[src/source/rv_isa_pkg.sv]
//--------------------------------------------------------------------------
// rv32i isa encodings
// opcode values, funct3 codes and the basic field widths
//--------------------------------------------------------------------------

package rv_isa_pkg;

	// data path width
	localparam int xlen = 32;

	// register index width, 32 architectural registers
	localparam int reg_addr_w = 5;

	// major opcodes in instr[6:0]
	// branches and jumps have no entry, they decode as unknown
	typedef enum logic [6:0] {
		op_reg   = 7'b0110011,
		op_imm   = 7'b0010011,
		op_lui   = 7'b0110111,
		op_auipc = 7'b0010111,
		op_load  = 7'b0000011,
		op_store = 7'b0100011
	} opcode_t;

	// alu funct3 codes, shared by op_reg and op_imm
	localparam logic [2:0] f3_add  = 3'b000;
	localparam logic [2:0] f3_sll  = 3'b001;
	localparam logic [2:0] f3_slt  = 3'b010;
	localparam logic [2:0] f3_sltu = 3'b011;
	localparam logic [2:0] f3_xor  = 3'b100;
	// srl or sra, told apart by instr[30]
	localparam logic [2:0] f3_sr   = 3'b101;
	localparam logic [2:0] f3_or   = 3'b110;
	localparam logic [2:0] f3_and  = 3'b111;

	// lw / sw width code, the only access size supported
	localparam logic [2:0] f3_word = 3'b010;

endpackage

[src/source/reg_file.sv]
//--------------------------------------------------------------------------
// integer register file, 32 x 32 bit
// two combinational read ports, one write port, x0 reads as zero
//--------------------------------------------------------------------------

`timescale 1ns/1ps

module reg_file (
	input  logic                              clk,
	input  logic                              rst,
	input  logic [rv_isa_pkg::reg_addr_w-1:0] rs1_addr,
	input  logic [rv_isa_pkg::reg_addr_w-1:0] rs2_addr,
	output logic [rv_isa_pkg::xlen-1:0]       rs1_data,
	output logic [rv_isa_pkg::xlen-1:0]       rs2_data,
	input  logic                              rf_we,
	input  logic [rv_isa_pkg::reg_addr_w-1:0] rf_waddr,
	input  logic [rv_isa_pkg::xlen-1:0]       rf_wdata
);
	import rv_isa_pkg::*;

	logic [xlen-1:0] regs [32];

	// x0 is never written, but reads force zero anyway
	assign rs1_data = (rs1_addr == '0) ? '0 : regs[rs1_addr];
	assign rs2_data = (rs2_addr == '0) ? '0 : regs[rs2_addr];

	always_ff @(posedge clk) begin
		if (rst) begin
			for (int i = 0; i < 32; i++) begin
				regs[i] <= '0;
			end
		end else if (rf_we && (rf_waddr != '0)) begin
			regs[rf_waddr] <= rf_wdata;
		end
	end

endmodule

[config.mk]
export PLATFORM = sky130hd
export DESIGN_NAME = reg_file
export DESIGN_NICKNAME = d
export VERILOG_FILES = /design/src/source/rv_isa_pkg.sv /design/src/source/reg_file.sv
export SDC_FILE = /design/constraint.sdc
export NUM_CORES = 2
export LEC_CHECK = 0
export BUFFER_PORTS_ARGS = -buffer_cell sky130_fd_sc_hd__buf_2
export CORE_MARGIN = 2
export CORE_UTILIZATION = 27
export CTS_CLUSTER_SIZE = 24
export DETAILED_ROUTE_END_ITERATION = 8
export GPL_TIMING_DRIVEN = 0
export PLACE_DENSITY = 0.42
export SLEW_MARGIN = 20
export SYNTH_ARGS = -nofsm -noshare
export SYNTH_HDL_FRONTEND = slang
export SYNTH_SLANG_ARGS = --single-unit
[constraint.sdc]
create_clock -name clk -period 2.5 [get_ports clk]
set_input_delay 0.125 -clock clk [delete_from_list [all_inputs] [get_ports clk]]
set_output_delay 0.125 -clock clk [all_outputs]
set_load 0.01 [all_outputs]
Word level (Yosys, flattened, before mapping)
Memories as Yosys holds them, arrays and structs flattened.
Cells that the tools add are included.
- reductions and logical operators: 5
- mux-type cells: 10
- operators with widths (operator ; count):
    $mux 32 ; 3
    $reduce_or 32->1 ; 1
    $logic_not 5->1 ; 2
    $mux 1 ; 6
    $mux 5 ; 1
    $reduce_bool 5->1 ; 1
    $logic_and 1x1->1 ; 1
- bits in registers: 0
- word-level logic and storage cells: 16
- memories: 1
- input bits: 50
- output and inout port bits: 64
- memory bits (writable): 1024
- memories (name ; words ; width ; read ports ; clocked after memory_dff ; wr ports ; line ; text):
    regs ; 32 ; 32 ; 2 ; 0 ; 32 ; reg_file.sv:21 ; logic [xlen-1:0] regs [32];

Depth between registers and ports, before layout
- depth in word-level cells: 7
- depth in mapped cells: 9
- depth with buffers taken out: 4

Worst setup path after synthesis
No wires, ideal clock.
- path type: input -> register
- start point: in rf_waddr[1] (netlist bit)
- end point: mem regs[12][0], enable pin
- buffers on the path: 1
- slack: 454 ps
- setup time: 375 ps
- data arrival time: 1671 ps
- data required time: 2125 ps
- stages: 4
- cells stage by stage: or4b_2 clkbuf_1 nor2_1 or2_2
- RTL lines (element ; line ; text):
    start: declaration ; reg_file.sv:16 ; input logic [rv_isa_pkg::reg_addr_w-1:0] rf_waddr,
    end: declaration ; reg_file.sv:21 ;

==> metrics.md <==
| Metric | Value |
|---|---|
| Max_cap viols | 0 |
| Syn Inst Count | roughly 3500 |
| CTS sink cnt | 1024 |
| Post-synthesis simple-gate area fraction | 13.34% |
| FF+latch count, synth | 1024 |
| CORE AREA | 199700 um^2 |
| Layout Utilization | 32.87% |
| Post-DRT Antenna Nets | 0 |
| Sequential area share after synthesis | 56.70% |
| Total GRT Usage | 24.51% |
| Synth Area in Adders | 0% |
| Mux contribution to synthesized area | between 20% and 30% |
| I/O pin count | 114 |
| Via/cell ratio | 5.428 |
| Final hold viol count | 0 |
| Fin crit period | between 2 and 3 ns |
| Failing checks | negative setup slack |
| Drt drc | 0 |
| Setup TNS Final | -19.39 ns |
| Initial drt markers | 4234 |
| Area delta synth->final | 21.01% |
| Synth area leader | edfxtp_1 |
| Layout cell share with drive strength beyond 1 | 31.86% |
| Die H | 452.2 um |
| Fin area | 65630 um^2 |
| Routability cong. | 0.9224 |
| Routed WL | 254600 um |
| Yosys top cell area share | between 50% and 60% |
| Met3 wire length | between 15000 and 20000 um |
| CTS tree | built |
| Critical path fanouts, max | 2 |
| Gr ovfl total | 0 |
| Yosys warns | 0 |
| Clock Tree Root | clkbuf_16 |
| # fillers | 19430 |
| Final Cycle Share | 117.3% |
| Largest family of logic cells by synthesized area | multiplexers |
| Initial antenna violation count | 13 |
| Crit end category | output pin |
| Final setup margin | -0.4333 ns |
| Pre-CTS setup slack | -1.989 ns |
| Share of synthesized flip-flops with an asynchronous set or reset | 0% |
| Crit Path Class | register to output pin |
| Die X-Extent | approximately 450 um |
| Post-placement cell area | approximately 59000 um^2 |
| Met1 wire length | 106400 um |
| # rows | 164 |
| Die Area | 204500 um^2 |
| Worst slew margin | roughly 17% |
| Met2 wire len | 117200 um |
| FMAX | 340.9 MHz |
| CTS H-Tree Depth | 3 |
| Final setup viols | 101 |
| Synth area leaders | edfxtp_1 57%, mux4_2 20%, and2_1 11% |
| Drt wl/cell | 38.54 um |
| Top Layer Used | met5 |
| Post-synthesis compound-gate area fraction | 3.652% |
| Post-synth cell types | 42 |
| 1st-pass router iterations | 5 |
| Leakage | between 20 and 25 nW |
| Port bufs | ~110 |
| Vias after detailed routing | approximately 36000 |
| Vias in the first global route | approximately 36000 |
| Clock Pin Slew Worst Setup and Hold Paths | 0.06 ns |
| Top flop regs | regs: 1024 flops |
| Synthesized area | 54230 um^2 |
| Critical Path RT | 2.38 ns |
| NumNets Final | 3900 |
| Crit start category | register |
| Pins over their slew limit | 0 |
| Post-Synth XOR/XNOR Area | 0% |
| Initial core utilization | 27.16% |
| Worst Tran Pin Value | 1.248 ns |
| First-pass GRT wire length | roughly 340000 um |
| CTS max path bufs | 3 |
| Largest net degree at the start of global routing | 33 |
| Commonest non-fill, non-tap cell in the layout | edfxtp_1 |
| Highest-count cells in the layout ignoring fill and taps | 1024 x edfxtp_1, 994 x and2_1, 472 x mux4_2 |
| Syn Area/Cell | about 15 um^2 |
| Worst IR drop on VDD | 0.0005379 V |
| Max reg flops | 1024 |
| Number of synthesized flops with an enable pin | 1024 |
| Worst Hold Class | primary input to register |
| Status | finished, violations left |
| RSZ-0062 raised after global routing | true |
| Dpl hpwl | 176200 um |
| Power Density | 674.6 nW/um^2 |
| CTS buffer count | 121 |
| Synth Flop Type | edfxtp_1 |
| Top reg by flops | regs |
| Worst Path Arrival | 2.81 ns |
-- cell families after synthesis --
group                  count (synthesis)
other                                  1
and+or+nand+nor                     1177
DFF                                 1024
buffers and inverters                389
AOI/OAI and AO/OA                    259
muxes                                652
-- critical path, cell delays in order (launching register included) --
cell      delay (ns)
edfxtp_1        0.39
mux4_2          0.53
mux4_2          0.59
o22ai_4         0.28
nor3_2          0.09
buf_2           0.18
-- what timing repair did --
action                                 in CTS  in global routing
pin swaps                                  89                 52
resized for setup                         423                 63
setup endpoints to repair                  68                 64
endpoints found under the hold margin      36                  0
hold buffers                               32                  0
setup buffers                              21                  7
gates cloned                                0                  0
-- worst paths after layout --
check	startpoint	end	slack, ns	depth (start not counted)
hold / removal	rst	regs[31][29]	0.17	2
setup / recovery	regs[22][18]	rs1_data[18]	-0.43	5
-- per-layer routing --
metal / global-route usage (%) / up-vias
li1: - / 14310
met4: 11.54 / 6
met5: 0 / -
met3: 3.997 / 411
met2: 38.55 / 1767
met1: 33.04 / 19370
-- synthesized netlist by cell type, types with 2 or more instances --
cell type,instances
a2111oi_0,14
a2111oi_1,41
a211oi_1,7
a21oi_1,12
a221o_1,2
a221oi_1,4
a22o_1,51
a22oi_1,16
a32o_1,4
and2_1,995
and3_1,3
buf_1,18
buf_2,44
buf_4,31
buf_6,22
clkbuf_1,272
edfxtp_1,1024
inv_1,2
mux2_2,30
mux2i_1,150
mux4_2,472
nand2_1,7
nand2b_1,5
nand3_1,5
nand3b_1,5
nand4bb_1,2
nor2_1,36
nor2b_1,14
nor3_1,54
nor4_1,6
nor4b_1,2
o21ai_0,4
o22ai_1,103
or2_2,33
or3_1,2
or3b_2,4
-- where the power goes --
part	internal, mW	switching [mW]	total [mW]
Sequential	19.8	0.514	20.4
Combinational	2.60	4.10	6.70
Clock	9.59	7.62	17.2
-- layout make-up --
cell class                 instances  area [um^2]  area share [%]
clock buffer                     155         3219           4.906
timing repair buffer             199         1683           2.564
antenna                            8        20.02         0.03051
clock inverter                    60        439.2          0.6692
inverter                           2        7.507         0.01144
tap                             2656         3323           5.064
buffer                           382         2192           3.340
multi-input combinational       2120        23990           36.56
sequential                      1024        30750           46.86
-- per-stage QoR --
step                power (mW)  hold slack (ns)  std cells
floorplan                23.56           0.3232       3533
finish                   44.27           0.1660       6606
CTS                      44.26           0.1222       6592
detailed placement       26.60           0.4795       6329
global placement         26.46           0.4848       6296
global route             45.21           0.1478       6601
Note: power is estimated with default switching activity, not from simulation.
