File: src/source/rv_isa_pkg.sv
//--------------------------------------------------------------------------
// rv32i isa encodings
// opcode values, funct3 codes and the basic field widths
//--------------------------------------------------------------------------

package rv_isa_pkg;

	// data path width
	localparam int xlen = 32;

	// register index width, 32 architectural registers
	localparam int reg_addr_w = 5;

	// major opcodes in instr[6:0]
	// branches and jumps have no entry, they decode as unknown
	typedef enum logic [6:0] {
		op_reg   = 7'b0110011,
		op_imm   = 7'b0010011,
		op_lui   = 7'b0110111,
		op_auipc = 7'b0010111,
		op_load  = 7'b0000011,
		op_store = 7'b0100011
	} opcode_t;

	// alu funct3 codes, shared by op_reg and op_imm
	localparam logic [2:0] f3_add  = 3'b000;
	localparam logic [2:0] f3_sll  = 3'b001;
	localparam logic [2:0] f3_slt  = 3'b010;
	localparam logic [2:0] f3_sltu = 3'b011;
	localparam logic [2:0] f3_xor  = 3'b100;
	// srl or sra, told apart by instr[30]
	localparam logic [2:0] f3_sr   = 3'b101;
	localparam logic [2:0] f3_or   = 3'b110;
	localparam logic [2:0] f3_and  = 3'b111;

	// lw / sw width code, the only access size supported
	localparam logic [2:0] f3_word = 3'b010;

endpackage

File: src/source/rv_pipe_pkg.sv
//--------------------------------------------------------------------------
// pipeline control definitions
// alu operations, operand a sources and data memory sizing
//--------------------------------------------------------------------------

package rv_pipe_pkg;

	// operations the execute stage knows
	typedef enum logic [3:0] {
		alu_add,
		alu_sub,
		alu_sll,
		alu_slt,
		alu_sltu,
		alu_xor,
		alu_srl,
		alu_sra,
		alu_or,
		alu_and,
		alu_pass_b
	} alu_op_t;

	// where operand a comes from
	typedef enum logic [1:0] {
		src_rs1,
		src_pc,
		src_zero
	} src_a_t;

	// data memory, word addressed
	localparam int dmem_words  = 64;
	localparam int dmem_addr_w = $clog2(dmem_words);

endpackage
File: src/source/mem_writeback.sv
//--------------------------------------------------------------------------
// result stage: word data memory for lw/sw, result select and the
// writeback register that also feeds the register file
//--------------------------------------------------------------------------

`timescale 1ns/1ps

module mem_writeback (
	input  logic                              clk,
	input  logic                              rst,
	input  logic                              mw_valid,
	input  logic [rv_isa_pkg::xlen-1:0]       mw_result,
	input  logic [rv_isa_pkg::xlen-1:0]       mw_store_data,
	input  logic [rv_isa_pkg::reg_addr_w-1:0] mw_rd,
	input  logic                              mw_reg_write,
	input  logic                              mw_mem_read,
	input  logic                              mw_mem_write,
	output logic                              wb_valid,
	output logic [rv_isa_pkg::reg_addr_w-1:0] wb_rd,
	output logic [rv_isa_pkg::xlen-1:0]       wb_data
);
	import rv_isa_pkg::*;
	import rv_pipe_pkg::*;

	logic [xlen-1:0]        dmem [dmem_words];
	logic [dmem_addr_w-1:0] dmem_idx;
	logic [xlen-1:0]        load_data;
	logic [xlen-1:0]        result;

	// byte address to word index, upper bits wrap
	assign dmem_idx  = mw_result[dmem_addr_w+1:2];
	assign load_data = dmem[dmem_idx];
	assign result    = mw_mem_read ? load_data : mw_result;

	always_ff @(posedge clk) begin
		if (rst) begin
			for (int i = 0; i < dmem_words; i++) begin
				dmem[i] <= '0;
			end
		end else if (mw_valid && mw_mem_write) begin
			dmem[dmem_idx] <= mw_store_data;
		end
	end

	// x0 writes never reach the writeback port
	always_ff @(posedge clk) begin
		if (rst) begin
			wb_valid <= 1'b0;
		end else begin
			wb_valid <= mw_valid && mw_reg_write && (mw_rd != '0);
		end
	end

	always_ff @(posedge clk) begin
		wb_rd   <= mw_rd;
		wb_data <= result;
	end

endmodule

File: config.mk
export PLATFORM = sky130hd
export DESIGN_NAME = mem_writeback
export DESIGN_NICKNAME = d
export VERILOG_FILES = /design/src/source/rv_isa_pkg.sv /design/src/source/rv_pipe_pkg.sv /design/src/source/mem_writeback.sv
export SDC_FILE = /design/constraint.sdc
export NUM_CORES = 2
export LEC_CHECK = 0
export BUFFER_PORTS_ARGS = -buffer_cell sky130_fd_sc_hd__buf_2
export CAP_MARGIN = 10
export CORE_UTILIZATION = 50
export DETAILED_ROUTE_END_ITERATION = 10
export PLACE_DENSITY_LB_ADDON = 0.12
export SLEW_MARGIN = 20
export SYNTH_ARGS = -nofsm -noshare
export SYNTH_HDL_FRONTEND = slang
export SYNTH_SLANG_ARGS = --single-unit
export TNS_END_PERCENT = 1
File: constraint.sdc
create_clock -name clk -period 3.21 [get_ports clk]
set_input_delay 0.4815 -clock clk [delete_from_list [all_inputs] [get_ports clk]]
set_output_delay 0.4815 -clock clk [all_outputs]
set_load 0.005 [all_outputs]
== Word level (Yosys, flattened, before mapping) ==
Memory sizes are Yosys's and may differ from the RTL's.
Index checks and enable logic that the tools add are counted.

* Mux-type cells: 9
* Reduce and logical (&&, ||, !) cells: 5

{| class="wikitable"
|+ Operators by type and width
! kind !! number
|-
| 32-bit 2-to-1 mux || 2
|-
| 32-bit OR reduction || 1
|-
| 1-bit 2-to-1 mux || 6
|-
| 6-bit 2-to-1 mux || 1
|-
| 5-bit nonzero test || 1
|-
| 1-bit logical AND || 3
|}

* Flip-flop bits (word level): 38
* RAM bits: 2048
* Input bits: 75
* Logic and storage cells: 18
* Memories: 1

{| class="wikitable"
|+ Memory list
! name !! words !! bits a word !! read ports !! clocked after Yosys merged registers in !! write ports !! line !! RTL
|-
| dmem || 64 || 32 || 1 || 0 || 64 || mem_writeback.sv:25 || <nowiki>logic [xlen-1:0] dmem [dmem_words];</nowiki>
|}

== Depth between registers and ports, before layout ==
* Depth in word-level cells: 6
* Gate-level depth with buffers: 12
* Mapped depth without buffers: 6

== Least setup slack after synthesis ==
Ideal clock, no wire load.

* Path kind: input port to flip-flop
* Start: in mw_result[4] in the netlist's numbering
* End: mem dmem[23][0], enable pin
* Setup time: 0.375 ns
* Data arrival time: 2.129 ns
* Required time: 2.835 ns
* Slack: 0.707 ns
* Stages on the path: 9
* Path buffers: 6
* Cell sequence: buf_6 buf_6 buf_6 buf_6 buf_6 buf_4 nand2_1 nor2_1 or2_2

{| class="wikitable"
|+ RTL lines
! what !! line !! RTL
|-
| from (decl) || mem_writeback.sv:12 || <nowiki>input logic [rv_isa_pkg::xlen-1:0] mw_result,</nowiki>
|-
| to (decl) || mem_writeback.sv:25 ||
|}

== Worst setup path in the final report ==
* Start: mem dmem[39][11]
* End: reg wb_data[11] in the netlist's numbering

* Cells in the longest elaborated chain, start to end: 2

{| class="wikitable"
|+ RTL lines
! what !! line !! RTL
|-
| memory read 64 x 32 bit || -- ||
|-
| 32-bit 2-to-1 mux || mem_writeback.sv:33 || <nowiki>assign result = mw_mem_read ? load_data : mw_result;</nowiki>
|-
| net result[11] || mem_writeback.sv:28 || <nowiki>logic [xlen-1:0] result;</nowiki>
|-
| to (signal assigned) || mem_writeback.sv:56 || <nowiki>wb_data <= result;</nowiki>
|-
| to (decl) || mem_writeback.sv:20 || <nowiki>output logic [rv_isa_pkg::xlen-1:0] wb_data</nowiki>
|}

The timed path passes the listed nets, and every way through them passes these cells.
A chain may end at the register's enable or synchronous reset.

==> impl_metrics.tcl <==
set metrics [dict create \
    status "finished, violations left" \
    violations "DRC" \
    period_share 0.940 \
    port-buffer-count 112 \
    pwr-share-seq 0.503 \
    critPathBufInv 2 \
    routed_wirelength_um 368000 \
    die_x_um 438 \
    synth-async-reset-ratio 0 \
    routed_via_density 6.45 \
    synth_top_area_frac 0.648 \
    layout.cells.non_filler 9876 \
    synth_simple_gate_area_frac 0.159 \
    drive_above_1_share 0.223 \
    h-tree-depth 4 \
    area_delta_synth_final_pct 17.3 \
    crit_required_ps 3940 \
    grt_pass1_wl_um 505000 \
    overflow 0 \
    fillers 14800 \
    crit_family "compound AO/OA/AOI/OAI gates" \
    cpMostUsedCell "buf_4" \
    dp_slack_ps -460 \
    ys_warn_count 0 \
    min_period_ps 3020 \
    setup_ws_ps 192 \
    yosysTopAreaCell "edfxtp_1" \
    synth_cell_types 76 \
    via_count 63700 \
    relSlewSlack 0.155 \
    finalHoldViolations 0 \
    holdWs_ps 79.0 \
    pin_count 113 \
    gp_congestion 0.988 \
    drc 2 \
    arrival_ps 3750 \
    synth_ff_type "edfxtp_1" \
    synthXorXnorAreaFrac 0 \
    final-max-slew-violation-count 0 \
    cts_tree "built" \
    power_density_nw_per_um2 567 \
    synth_mux_area_frac 0.0806 \
    die_h_um 438 \
    place_hpwl_um 237000 \
    synth_edf_count 2048 \
    initial_core_util 0.504 \
    dp.cells 9433 \
    antenna_found_initial 38 \
    p_sw_frac 0.247 \
    drt_pass1_iterations 9 \
    rows 159 \
    place_area_um2 104000 \
    fin_area_um2 111000 \
    syn_inst 6769 \
    power_mw 63.1 \
    worstMarginPinSlew_ps 1260 \
    end_kind "flip-flop" \
    hold_start "mw_result[15]" \
    clock_path_buffers 3 \
    grt_max_degree 65 \
    synth_top_family_by_area "simple AND/OR/NAND/NOR gates" \
    synth_fa_ha_area_frac 0 \
    drt_iter0_markers 10000 \
    insertion_delay_ps 900 \
    cts_buffers 220 \
    crit_path_top_delay_cell "a211oi_2" \
    die_area_um2 192000 \
    internal_power_mw 47.5 \
    setup_violations 0 \
    path_class "reg2reg" \
    p_comb_frac 0.098 \
    drv_cap 0 \
    cts.sinks 2086 \
    ys_seq_elements 2086 \
    crit_chain "mux4_2 -> and3_1 -> a31oi_1 -> buf_4 -> o2111ai_1 -> a211oi_2 -> buf_4 -> a41oi_1" \
    nets 7266 \
    reg2reg_from "dmem[39][11]$_SDFFCE_PN0P_" \
    tns_ps 0 \
    multiInputGateArea_um2 29600 \
    synth_compound_area_frac 0.0699 \
    max_freq_mhz 331 \
    clkSlewWorstSetupHoldPaths_ps 60 \
    pwr-share-clk 0.399 \
    ir_worst_vdd_uv 483 \
    cp-startpoint "dmem[39][11]$_SDFFCE_PN0P_" \
    hp-class "in2reg" \
    wire_per_inst_um 37.3 \
    post-cts-setup-buffer-count 0 \
    finish.utilization 0.591 \
    synth_fp_nets 6844 \
    final_antenna_net_count 0 \
    yosysMostFrequentCell "and2_1" \
    ys_top_cells_by_area "edfxtp_1 (65%), and2_1 (14%), mux4_2 (3.8%)" \
    syn_avg_cell_area_um2 14.0 \
    grt_pass1_vias 61100 \
    cp-start-kind "flip-flop" \
    seq_area_um2 62300 \
    root_buffer "clkbuf_16" \
    netlist_top_cells_count "and2_1 (2,054), edfxtp_1 (2,048), clkbuf_1 (460)" \
    core_area_um2 188000 \
    leakage_nw 40.2 \
    yosysSeqAreaShare 0.656 \
    skew_ps 39.5 \
    grt_setup_unrepaired "false" \
    grtUsageTotal 0.383 \
    syn-cell-area_um2 94900 \
    path_max_fanout 1 \
    slowest_delay_ps 710 \
    switchingPower_mw 15.6 \
]
==> repair_timing <==
action                                  in CTS  in global routing
endpoints found under the setup margin       0                  0
resized for setup                            0                  0
endpoints found under the hold margin       29                  0
hold buffers                                30                  0
==> logic make-up (layout without fill, tap and decap cells) <==
logic type / after synthesis / count (layout)
muxes: 542 / 542
and+or+nand+nor: 2519 / 2519
other: 0 / 9
buffers and inverters: 717 / 1320
AOI/OAI and AO/OA: 905 / 905
DFF: 2086 / 2086
==> cells in the final DEF (no fill, tap or decap), drive strengths merged, types with 13 or more instances in the layout <==
cell and n:
and2 2054, edfxtp 2048, buf 882, clkbuf 302
mux2i 235, a221oi 189, nor2 185, mux4 162
a22oi 161, mux2 145, a21oi 126, nand2 117
o21ai 111, o22ai 90, clkinv 80, or2 69
dfxtp 38, a31oi 34, a22o 33, a221o 30
dlygate4sd3 30, nand3 23, o2bb2ai 22, nor3 18
a211oi 16, o221ai 14, bufinv 13
==> worst register-to-register path, cell delays in order (launching register included) <==
cell,delay [ps]
edfxtp_1,370
mux4_2,490
and3_1,190
a31oi_1,380
buf_4,200
o2111ai_1,140
a211oi_2,710
buf_4,240
a41oi_1,110
==> power by group through the flow <==
| stage | clock network, mW | registers [mW] | logic [mW] |
|---|---|---|---|
| 6_report | 25.2 | 31.7 | 6.21 |
| 5_1_grt | 26.2 | 31.8 | 6.25 |
| 4_1_cts | 25.2 | 31.7 | 6.03 |
| 3_5_place_dp | 0 | 32.3 | 5.98 |
| 3_3_place_gp | 0 | 32.2 | 5.97 |
| 2_1_floorplan | 0 | 32.1 | 2.63 |
==> area by class of cell <==
type | count | area share
flip-flops and latches | 2086 | 0.559
multi-input cells | 3966 | 0.266
repair buffers | 912 | 0.0826
clock buffers | 302 | 0.0541
well taps | 2495 | 0.0281
clock inverters | 101 | 0.00915
inverters | 5 | 0.000259
diodes | 9 | 0.000202
==> per-layer routing <==
metal  vias up  global-route usage  wire (um)
li1      25700                   -          -
met1     32600               0.508     135000
met2      4431               0.569     161000
met3       955              0.0934      44400
met4        12               0.239      27400
met5         -                   0         76
==> worst paths after layout <==
path	to	slack, ps	depth (start not counted)
hold reg to reg	wb_data[27]$_DFF_P_	700	3
hold / removal	wb_data[15]$_DFF_P_	80	4
setup / recovery	wb_data[11]$_DFF_P_	190	8
setup reg to reg	wb_data[11]$_DFF_P_	190	8
==> registers in the layout, summed over array words and instances (netlist names) <==
name,count
wb_valid,1
wb_data,32
wb_rd,5
dmem,2048
(Power assumes the default switching activity.)
