===== src/source/rv_isa_pkg.sv =====
//--------------------------------------------------------------------------
// rv32i isa encodings
// opcode values, funct3 codes and the basic field widths
//--------------------------------------------------------------------------

package rv_isa_pkg;

	// data path width
	localparam int xlen = 32;

	// register index width, 32 architectural registers
	localparam int reg_addr_w = 5;

	// major opcodes in instr[6:0]
	// branches and jumps have no entry, they decode as unknown
	typedef enum logic [6:0] {
		op_reg   = 7'b0110011,
		op_imm   = 7'b0010011,
		op_lui   = 7'b0110111,
		op_auipc = 7'b0010111,
		op_load  = 7'b0000011,
		op_store = 7'b0100011
	} opcode_t;

	// alu funct3 codes, shared by op_reg and op_imm
	localparam logic [2:0] f3_add  = 3'b000;
	localparam logic [2:0] f3_sll  = 3'b001;
	localparam logic [2:0] f3_slt  = 3'b010;
	localparam logic [2:0] f3_sltu = 3'b011;
	localparam logic [2:0] f3_xor  = 3'b100;
	// srl or sra, told apart by instr[30]
	localparam logic [2:0] f3_sr   = 3'b101;
	localparam logic [2:0] f3_or   = 3'b110;
	localparam logic [2:0] f3_and  = 3'b111;

	// lw / sw width code, the only access size supported
	localparam logic [2:0] f3_word = 3'b010;

endpackage


===== src/source/rv_pipe_pkg.sv =====
//--------------------------------------------------------------------------
// pipeline control definitions
// alu operations, operand a sources and data memory sizing
//--------------------------------------------------------------------------

package rv_pipe_pkg;

	// operations the execute stage knows
	typedef enum logic [3:0] {
		alu_add,
		alu_sub,
		alu_sll,
		alu_slt,
		alu_sltu,
		alu_xor,
		alu_srl,
		alu_sra,
		alu_or,
		alu_and,
		alu_pass_b
	} alu_op_t;

	// where operand a comes from
	typedef enum logic [1:0] {
		src_rs1,
		src_pc,
		src_zero
	} src_a_t;

	// data memory, word addressed
	localparam int dmem_words  = 64;
	localparam int dmem_addr_w = $clog2(dmem_words);

endpackage

===== src/source/instr_decode.sv =====
//--------------------------------------------------------------------------
// decode stage with field extraction, immediates, alu op selection, the
// stall against in-flight writers and the decode-to-execute register
//--------------------------------------------------------------------------

`timescale 1ns/1ps

module instr_decode (
	input  logic                              clk,
	input  logic                              rst,
	input  logic                              in_valid,
	output logic                              in_ready,
	input  logic [rv_isa_pkg::xlen-1:0]       in_instr,
	input  logic [rv_isa_pkg::xlen-1:0]       in_pc,
	output logic [rv_isa_pkg::reg_addr_w-1:0] rs1_addr,
	output logic [rv_isa_pkg::reg_addr_w-1:0] rs2_addr,
	input  logic [rv_isa_pkg::xlen-1:0]       rs1_data,
	input  logic [rv_isa_pkg::xlen-1:0]       rs2_data,
	input  logic [rv_isa_pkg::reg_addr_w-1:0] mw_rd,
	input  logic                              mw_reg_write,
	input  logic [rv_isa_pkg::reg_addr_w-1:0] wb_rd,
	input  logic                              wb_valid,
	output logic                              ex_valid,
	output rv_pipe_pkg::alu_op_t              ex_alu_op,
	output rv_pipe_pkg::src_a_t               ex_src_a,
	output logic                              ex_use_imm,
	output logic [rv_isa_pkg::xlen-1:0]       ex_a,
	output logic [rv_isa_pkg::xlen-1:0]       ex_b,
	output logic [rv_isa_pkg::xlen-1:0]       ex_imm,
	output logic [rv_isa_pkg::xlen-1:0]       ex_pc,
	output logic [rv_isa_pkg::reg_addr_w-1:0] ex_rd,
	output logic                              ex_reg_write,
	output logic                              ex_mem_read,
	output logic                              ex_mem_write
);
	import rv_isa_pkg::*;
	import rv_pipe_pkg::*;

	opcode_t               opcode;
	logic [2:0]            funct3;
	logic                  funct7_b30;
	logic [reg_addr_w-1:0] rd;
	logic [xlen-1:0]       imm_i;
	logic [xlen-1:0]       imm_s;
	logic [xlen-1:0]       imm_u;
	logic                  reads_rs1;
	logic                  reads_rs2;
	logic                  hazard;
	logic                  accept;
	alu_op_t               dec_alu_op;
	src_a_t                dec_src_a;
	logic                  dec_use_imm;
	logic [xlen-1:0]       dec_imm;
	logic                  dec_reg_write;
	logic                  dec_mem_read;
	logic                  dec_mem_write;

	// is r the destination of a writer still in ex, mw or wb
	function automatic logic in_flight(input logic [reg_addr_w-1:0] r);
		in_flight = (r != '0) &&
			((ex_reg_write && (ex_rd == r)) ||
			 (mw_reg_write && (mw_rd == r)) ||
			 (wb_valid && (wb_rd == r)));
	endfunction

	// funct3 plus bit 30 to alu op; only register ops have sub
	function automatic alu_op_t alu_sel(input logic [2:0] f3, input logic b30,
		input logic is_reg);
		case (f3)
			f3_add:  alu_sel = (is_reg && b30) ? alu_sub : alu_add;
			f3_sll:  alu_sel = alu_sll;
			f3_slt:  alu_sel = alu_slt;
			f3_sltu: alu_sel = alu_sltu;
			f3_xor:  alu_sel = alu_xor;
			f3_sr:   alu_sel = b30 ? alu_sra : alu_srl;
			f3_or:   alu_sel = alu_or;
			default: alu_sel = alu_and;
		endcase
	endfunction

	assign opcode     = opcode_t'(in_instr[6:0]);
	assign rd         = in_instr[11:7];
	assign funct3     = in_instr[14:12];
	assign rs1_addr   = in_instr[19:15];
	assign rs2_addr   = in_instr[24:20];
	assign funct7_b30 = in_instr[30];

	// sign extended immediates
	assign imm_i = {{20{in_instr[31]}}, in_instr[31:20]};
	assign imm_s = {{20{in_instr[31]}}, in_instr[31:25], in_instr[11:7]};
	assign imm_u = {in_instr[31:12], 12'b0};

	always_comb begin
		dec_alu_op    = alu_pass_b;
		dec_src_a     = src_zero;
		dec_use_imm   = 1'b0;
		dec_imm       = '0;
		dec_reg_write = 1'b0;
		dec_mem_read  = 1'b0;
		dec_mem_write = 1'b0;
		reads_rs1     = 1'b0;
		reads_rs2     = 1'b0;
		case (opcode)
			op_reg: begin
				dec_alu_op    = alu_sel(funct3, funct7_b30, 1'b1);
				dec_src_a     = src_rs1;
				dec_reg_write = 1'b1;
				reads_rs1     = 1'b1;
				reads_rs2     = 1'b1;
			end
			op_imm: begin
				dec_alu_op    = alu_sel(funct3, funct7_b30, 1'b0);
				dec_src_a     = src_rs1;
				dec_use_imm   = 1'b1;
				dec_imm       = imm_i;
				dec_reg_write = 1'b1;
				reads_rs1     = 1'b1;
			end
			op_lui, op_auipc: begin
				dec_alu_op    = alu_add;
				dec_src_a     = (opcode == op_auipc) ? src_pc : src_zero;
				dec_use_imm   = 1'b1;
				dec_imm       = imm_u;
				dec_reg_write = 1'b1;
			end
			op_load: begin
				// only lw here
				// other widths fall through as no-ops
				if (funct3 == f3_word) begin
					dec_alu_op    = alu_add;
					dec_src_a     = src_rs1;
					dec_use_imm   = 1'b1;
					dec_imm       = imm_i;
					dec_reg_write = 1'b1;
					dec_mem_read  = 1'b1;
					reads_rs1     = 1'b1;
				end
			end
			op_store: begin
				if (funct3 == f3_word) begin
					dec_alu_op    = alu_add;
					dec_src_a     = src_rs1;
					dec_use_imm   = 1'b1;
					dec_imm       = imm_s;
					dec_mem_write = 1'b1;
					reads_rs1     = 1'b1;
					reads_rs2     = 1'b1;
				end
			end
			default: begin
				// unknown opcode retires with no effect
			end
		endcase
	end

	// hold the instruction while a source is still being produced
	always_comb begin
		hazard = (reads_rs1 && in_flight(rs1_addr)) || (reads_rs2 && in_flight(rs2_addr));
	end

	assign in_ready = !(in_valid && hazard);
	assign accept   = in_valid && in_ready;

	// control bits carry a bubble when nothing is accepted
	always_ff @(posedge clk) begin
		if (rst) begin
			ex_valid     <= 1'b0;
			ex_reg_write <= 1'b0;
			ex_mem_read  <= 1'b0;
			ex_mem_write <= 1'b0;
		end else begin
			ex_valid     <= accept;
			ex_reg_write <= accept && dec_reg_write;
			ex_mem_read  <= accept && dec_mem_read;
			ex_mem_write <= accept && dec_mem_write;
		end
	end

	always_ff @(posedge clk) begin
		ex_alu_op  <= dec_alu_op;
		ex_src_a   <= dec_src_a;
		ex_use_imm <= dec_use_imm;
		ex_a       <= rs1_data;
		ex_b       <= rs2_data;
		ex_imm     <= dec_imm;
		ex_pc      <= in_pc;
		ex_rd      <= rd;
	end

endmodule


===== config.mk =====
export PLATFORM = sky130hd
export DESIGN_NAME = instr_decode
export DESIGN_NICKNAME = d
export VERILOG_FILES = /design/src/source/rv_isa_pkg.sv /design/src/source/rv_pipe_pkg.sv /design/src/source/instr_decode.sv
export SDC_FILE = /design/constraint.sdc
export NUM_CORES = 1
export LEC_CHECK = 0
export CAP_MARGIN = 10
export CORE_MARGIN = 2
export CORE_UTILIZATION = 25
export CTS_CLUSTER_SIZE = 28
export DETAILED_ROUTE_END_ITERATION = 10
export DONT_BUFFER_PORTS = 1
export HOLD_SLACK_MARGIN = 0.05
export PLACE_DENSITY = 0.34
export SETUP_SLACK_MARGIN = 0.02
export SYNTH_ARGS = -nofsm -noshare
export SYNTH_HDL_FRONTEND = slang
export SYNTH_SLANG_ARGS = --single-unit
export TNS_END_PERCENT = 10

===== constraint.sdc =====
create_clock -name clk -period 1.9 [get_ports clk]
set_input_delay 0.38 -clock clk [delete_from_list [all_inputs] [get_ports clk]]
set_output_delay 0.38 -clock clk [all_outputs]
set_load 0.1 [all_outputs]

# Word-level counts from Yosys, hierarchy flattened
# Cells that the tools add are included.
# totals
reg_bits,144
latchBits,0
ram_bits,0
rom_bits,0
input_bits,143
out_inout_bits,155
wordCells,78
memories,0
# classes
n_addsub,0
n_mul,0
div_mod_pow,0
order_cmp,0
n_eq_ne,18
shift,0
muxes,19
bitwise,0
n_reduce_logical,29
# ops
operator,count
case mux 32 bit (4 select lines),1
two-way mux 32 bit,2
case mux 4 bit (7 select lines),2
== test 5 bit,6
"== test 7 x 6 -> 1 bit, second input constant",3
case mux 4 bit (4 select lines),1
logical AND 1 bit,15
"== test 7 x 5 -> 1 bit, second input constant",2
nonzero test 5 bit,2
"== test 3 bit, second input constant",3
case mux 1 bit (2 select lines),4
"== test 7 x 2 -> 1 bit, second input constant",1
"== test 3 x 2 -> 1 bit, second input constant",2
case mux 2 bit (3 select lines),1
OR reduction 2 bit,3
logical OR 1 bit,5
two-way mux 1 bit,5
two-way mux 2 bit,2
two-way mux 4 bit,1
OR reduction 4 bit,1
"== test 3 x 1 -> 1 bit, second input constant",1
zero test 3 bit,1
OR reduction 3 bit,1
zero test 1 bit,1

# Logic depth before layout (Yosys ltp)
# logic_depth
depth_word,11
depth_mapped,8
ltp_nobuf,6

# Least setup slack after synthesis
# No wires, ideal clock.
# synth_timing
path_type,register -> output
startpoint,register ex_rd[0] (netlist bit)
endpoint,output port in_ready
arrival_time_ns,2.366
t_required_ns,1.520
path_slack_ns,-0.846
stages_incl_launch_ff,7
n_path_buf,0
cell_sequence,dfxtp_1 > xor2_1 > nor4_1 > nand3_1 > nand3_1 > a32o_2 > nand2_1
# synth_via
elab_chain_cells,9
elab_cells_between_ends,15
cone_classes,2 x eq/ne; 13 x reduce/logical
# synth_rtl
element,line_no,rtl
from (decl),instr_decode.sv:31,"output logic [rv_isa_pkg::reg_addr_w-1:0] ex_rd,"
from (signal assigned),instr_decode.sv:187,ex_rd <= rd;
== test 5 bit,instr_decode.sv:61,((ex_reg_write && (ex_rd == r)) ||
logical AND 1 bit,instr_decode.sv:61,
logical OR 1 bit,instr_decode.sv:61,
logical OR 1 bit,instr_decode.sv:62,(mw_reg_write && (mw_rd == r)) ||
logical AND 1 bit,instr_decode.sv:60,in_flight = (r != '0) &&
logical AND 1 bit,instr_decode.sv:158,hazard = (reads_rs1 && in_flight(rs1_addr)) || (reads_rs2 && in_flight(rs2_addr));
logical OR 1 bit (*),instr_decode.sv:158,
logical AND 1 bit (*),instr_decode.sv:161,assign in_ready = !(in_valid && hazard);
zero test 1 bit (*),instr_decode.sv:161,
to (decl),instr_decode.sv:12,"output logic in_ready,"
# Every way passes the cells marked *; elsewhere a longest branch is shown, timed or not.

# Worst setup path in the final report
# Ends and elaborated chain as after synthesis.

==> summary.md <==
| Metric | Value |
|---|---|
| Skew final | 0.00272 ns |
| Tot GR Track Use | 14.5% |
| DR DRC count | 0 |
| Beginning of the critical path | ex_rd[0] |
| Worst flop-to-flop path startpoint | ex_rd[0] |
| Endpoints failing hold | 0 |
| Crit end category | primary output |
| Die Y | 129 um |
| Pre-antenna DRT Iters | 2 |
| Most frequent cell after synthesis | dfxtp_1 |
| CTS Root Cell | clkbuf_16 |
| DP HPWL | 9210 um |
| Largest net degree at the start of global routing | 17 |
| Antenna violations before repair | 0 |
| Final wirelength | 12600 um |
| Core Region | approximately 15000 um2 |
| Fmax | 457 MHz |
| Cell count of the worst reg-to-reg path | 7 |
| First-pass GRT wire length | between 15000 and 20000 um |
| Final Non-Filler Cells | 774 |
| Full die area | about 17000 um2 |
| Die X | 129 um |
| Layout area overhead | 74.9% |
| Nets | around 700 |
| Final slew viol count | 0 |
| Share of cells above drive strength 1 | between 30% and 40% |
| Worst slew pin tran | 0.324 ns |
| Worst Setup Start Kind | flip-flop |
| Top FF cell, synth | dfxtp_1 |
| Pre-CTS setup slack | -0.0417 ns |
| Worst Setup EP | in_ready |
| Relative slew margins | 77.9% |
| RePlAce Congestion | 0.772 |
| Syn_nets | 443 |
| RSZ-0062 raised after global routing | yes |
| Sum Neg Setup Slack | -0.289 ns |
| Worst hold path type | in2reg |
| Leakage power | between 0.003 and 0.004 uW |
| Clock tree sinks | 144 |
| Syn_area_per_cell | 13.1 um2 |
| Warnings from Yosys | 0 |
| Register area share after synthesis | 73.6% |
| Ranking of synthesized cells by area | dfxtp_1, xor2_1, a21o_1 |
| Cell Rows | 45 |
| Vias per cell | 3.94 |
| End-of-flow core utilization | between 40% and 50% |
| Ant. Diodes | 0 |
| Initial Util | approximately 26% |
| Async SR Flop Fraction | 0% |
| Worst IR Drop VDD | 0.548 mV |
| CTS tree | built |
| Worst-path fanout max | 3 |
| Port bufs | 0 |
| Critical Path RT | 1.52 ns |
| Final setup margin | -0.289 ns |
| Post-synth top area share | around three quarters |
| Via count | 3049 |
| #FFs+latches synth | 144 |
| Post-synthesis cell area | slightly below 4000 um2 |
| Flop2flop setup slack | about 0.34 ns |
| Clock transition at path regs | 0.06 ns |
| ANT nets after route | 0 |
| Clock Latency Late Sink | 0.41 ns |
| Number of flops mapped to enable cells by yosys | 0 |
| Vias in the first global route | ~3100 |
| Tot Pwr | 7960 uW |
| Failing checks | negative setup slack |
| Clock Tree Buf Depth | 2 |
| Placed insts | 641 |
| Initial DRC count | 55 |
| Post-Synthesis Cells | 300 |
| Cell accounting for the most synthesized area | dfxtp_1 |
| Yosys cell types | 33 |
| Setup violators final | 1 |
| Num CTS Buffers | 17 |
| H-tree Lvls | 4 |
| Post-CTS Repair Setup Buffers | 0 |
| Most instantiated cells after synthesis | dfxtp_1, xor2_1, a21o_1, nor2_1, buf_4 |
| MaxCap Viol Count | 0 |
| Tmin final | 2.19 ns |
| Final period util | 115% |
| P per Cell Area | 1160 nW/um2 |
| Status | finished with violations |
| Drt wl/cell | 16.3 um |
| RR Endpoint | ex_reg_write |
| GR Overflow Total | 0 |
| Critical Path AT | 1.81 ns |
| Crit path kind | reg2out |
| Ports | 298 |
layer usage:
| layer | wire [um] | part of all wire (%) | vias to the layer above | GRT usage, % |
|---|---|---|---|---|
| li1 | - | - | 1479 | - |
| met1 | 4650 | 37 | 1394 | 14.9 |
| met2 | 6630 | 53 | 158 | 25.8 |
| met3 | 1060 | 8.4 | 18 | 5.90 |
| met4 | 261 | 2.1 | 0 | 6.39 |
| met5 | 0 | 0 | - | 0 |
state kept, by name, summed over array words and instances, names as in the netlist, 2 cells and up:
| signal | count |
|---|---|
| ex_pc | 32 |
| ex_b | 32 |
| ex_rd | 5 |
| ex_imm | 32 |
| ex_alu_op | 4 |
| ex_a | 32 |
| ex_src_a | 2 |
through the flow:
step,cell area (um2),hold WS [ns]
floorplan,3970,0.408
global placement,5230,0.408
detailed placement,5230,0.408
CTS,6860,0.0516
global route,6860,0.0545
finish,6860,0.0771
what timing repair did:
| item | in CTS | in global routing |
|---|---|---|
| pin swaps | 7 | 0 |
| hold endpoints to repair | 101 | 0 |
| hold buffers | 101 | 0 |
| resized for setup | 1 | 0 |
| cloned | 0 | 0 |
| setup endpoints to repair | 1 | 1 |
worst min path at each step:
stage | from | end | slack, ns | depth (start not counted)
2_1_floorplan | in_instr[7] | ex_rd[0] | 0.41 | 0
3_3_place_gp | rs2_data[25] | ex_b[25] | 0.41 | 0
3_5_place_dp | rs1_data[22] | ex_a[22] | 0.41 | 0
4_1_cts | in_instr[21] | ex_imm[21] | 0.05 | 1
5_1_grt | in_instr[21] | ex_imm[21] | 0.05 | 1
6_report | in_instr[12] | ex_imm[12] | 0.08 | 1
critical path, stage by stage, from the launching register on:
cell	delay [ns]
dfxtp_4	0.36
xor2_1	0.14
nor4_1	0.26
nand3_1	0.11
nand3_1	0.09
a32o_2	0.27
nand2_8	0.16
layout make-up:
class,count,area [um2]
Sequential cell,144,2900
Clock inverter,15,188
Fill cell,1425,8400
Multi-Input combinational cell,130,900
Timing Repair Buffer,256,2170
Inverter,1,3.75
Tap cell,211,264
Clock buffer,17,425
layout by cell type, fill, tap and decap left out, drive strengths merged, types with 4 or more instances in the layout:
| master | n |
|---|---|
| nor3 | 6 |
| dfxtp | 144 |
| and2 | 9 |
| a21oi | 4 |
| a22oi | 5 |
| inv | 10 |
| xor2 | 24 |
| a21o | 19 |
| nand3 | 8 |
| xnor2 | 6 |
| nor2 | 18 |
| dlygate4sd3 | 101 |
| nor4 | 9 |
| nand2 | 7 |
| clkbuf | 17 |
| buf | 155 |
logic make-up after synthesis:
family	count (synthesis)	share of synthesized area [%]
multiplexers	2	0.575
buffers and inverters	26	4.02
AND/OR/NAND/NOR	63	8.68
AO/OA/AOI/OAI	35	6.45
XOR/XNOR	30	6.70
flip-flops	144	73.6
power by group:
group / internal [uW] / switching (uW) / leakage, uW
Clock: 2000 / 1420 / 0.000298
Combinational: 345 / 1020 / 0.00167
Sequential: 3140 / 40.4 / 0.00120
Note: power is estimated with default switching activity, not from simulation.
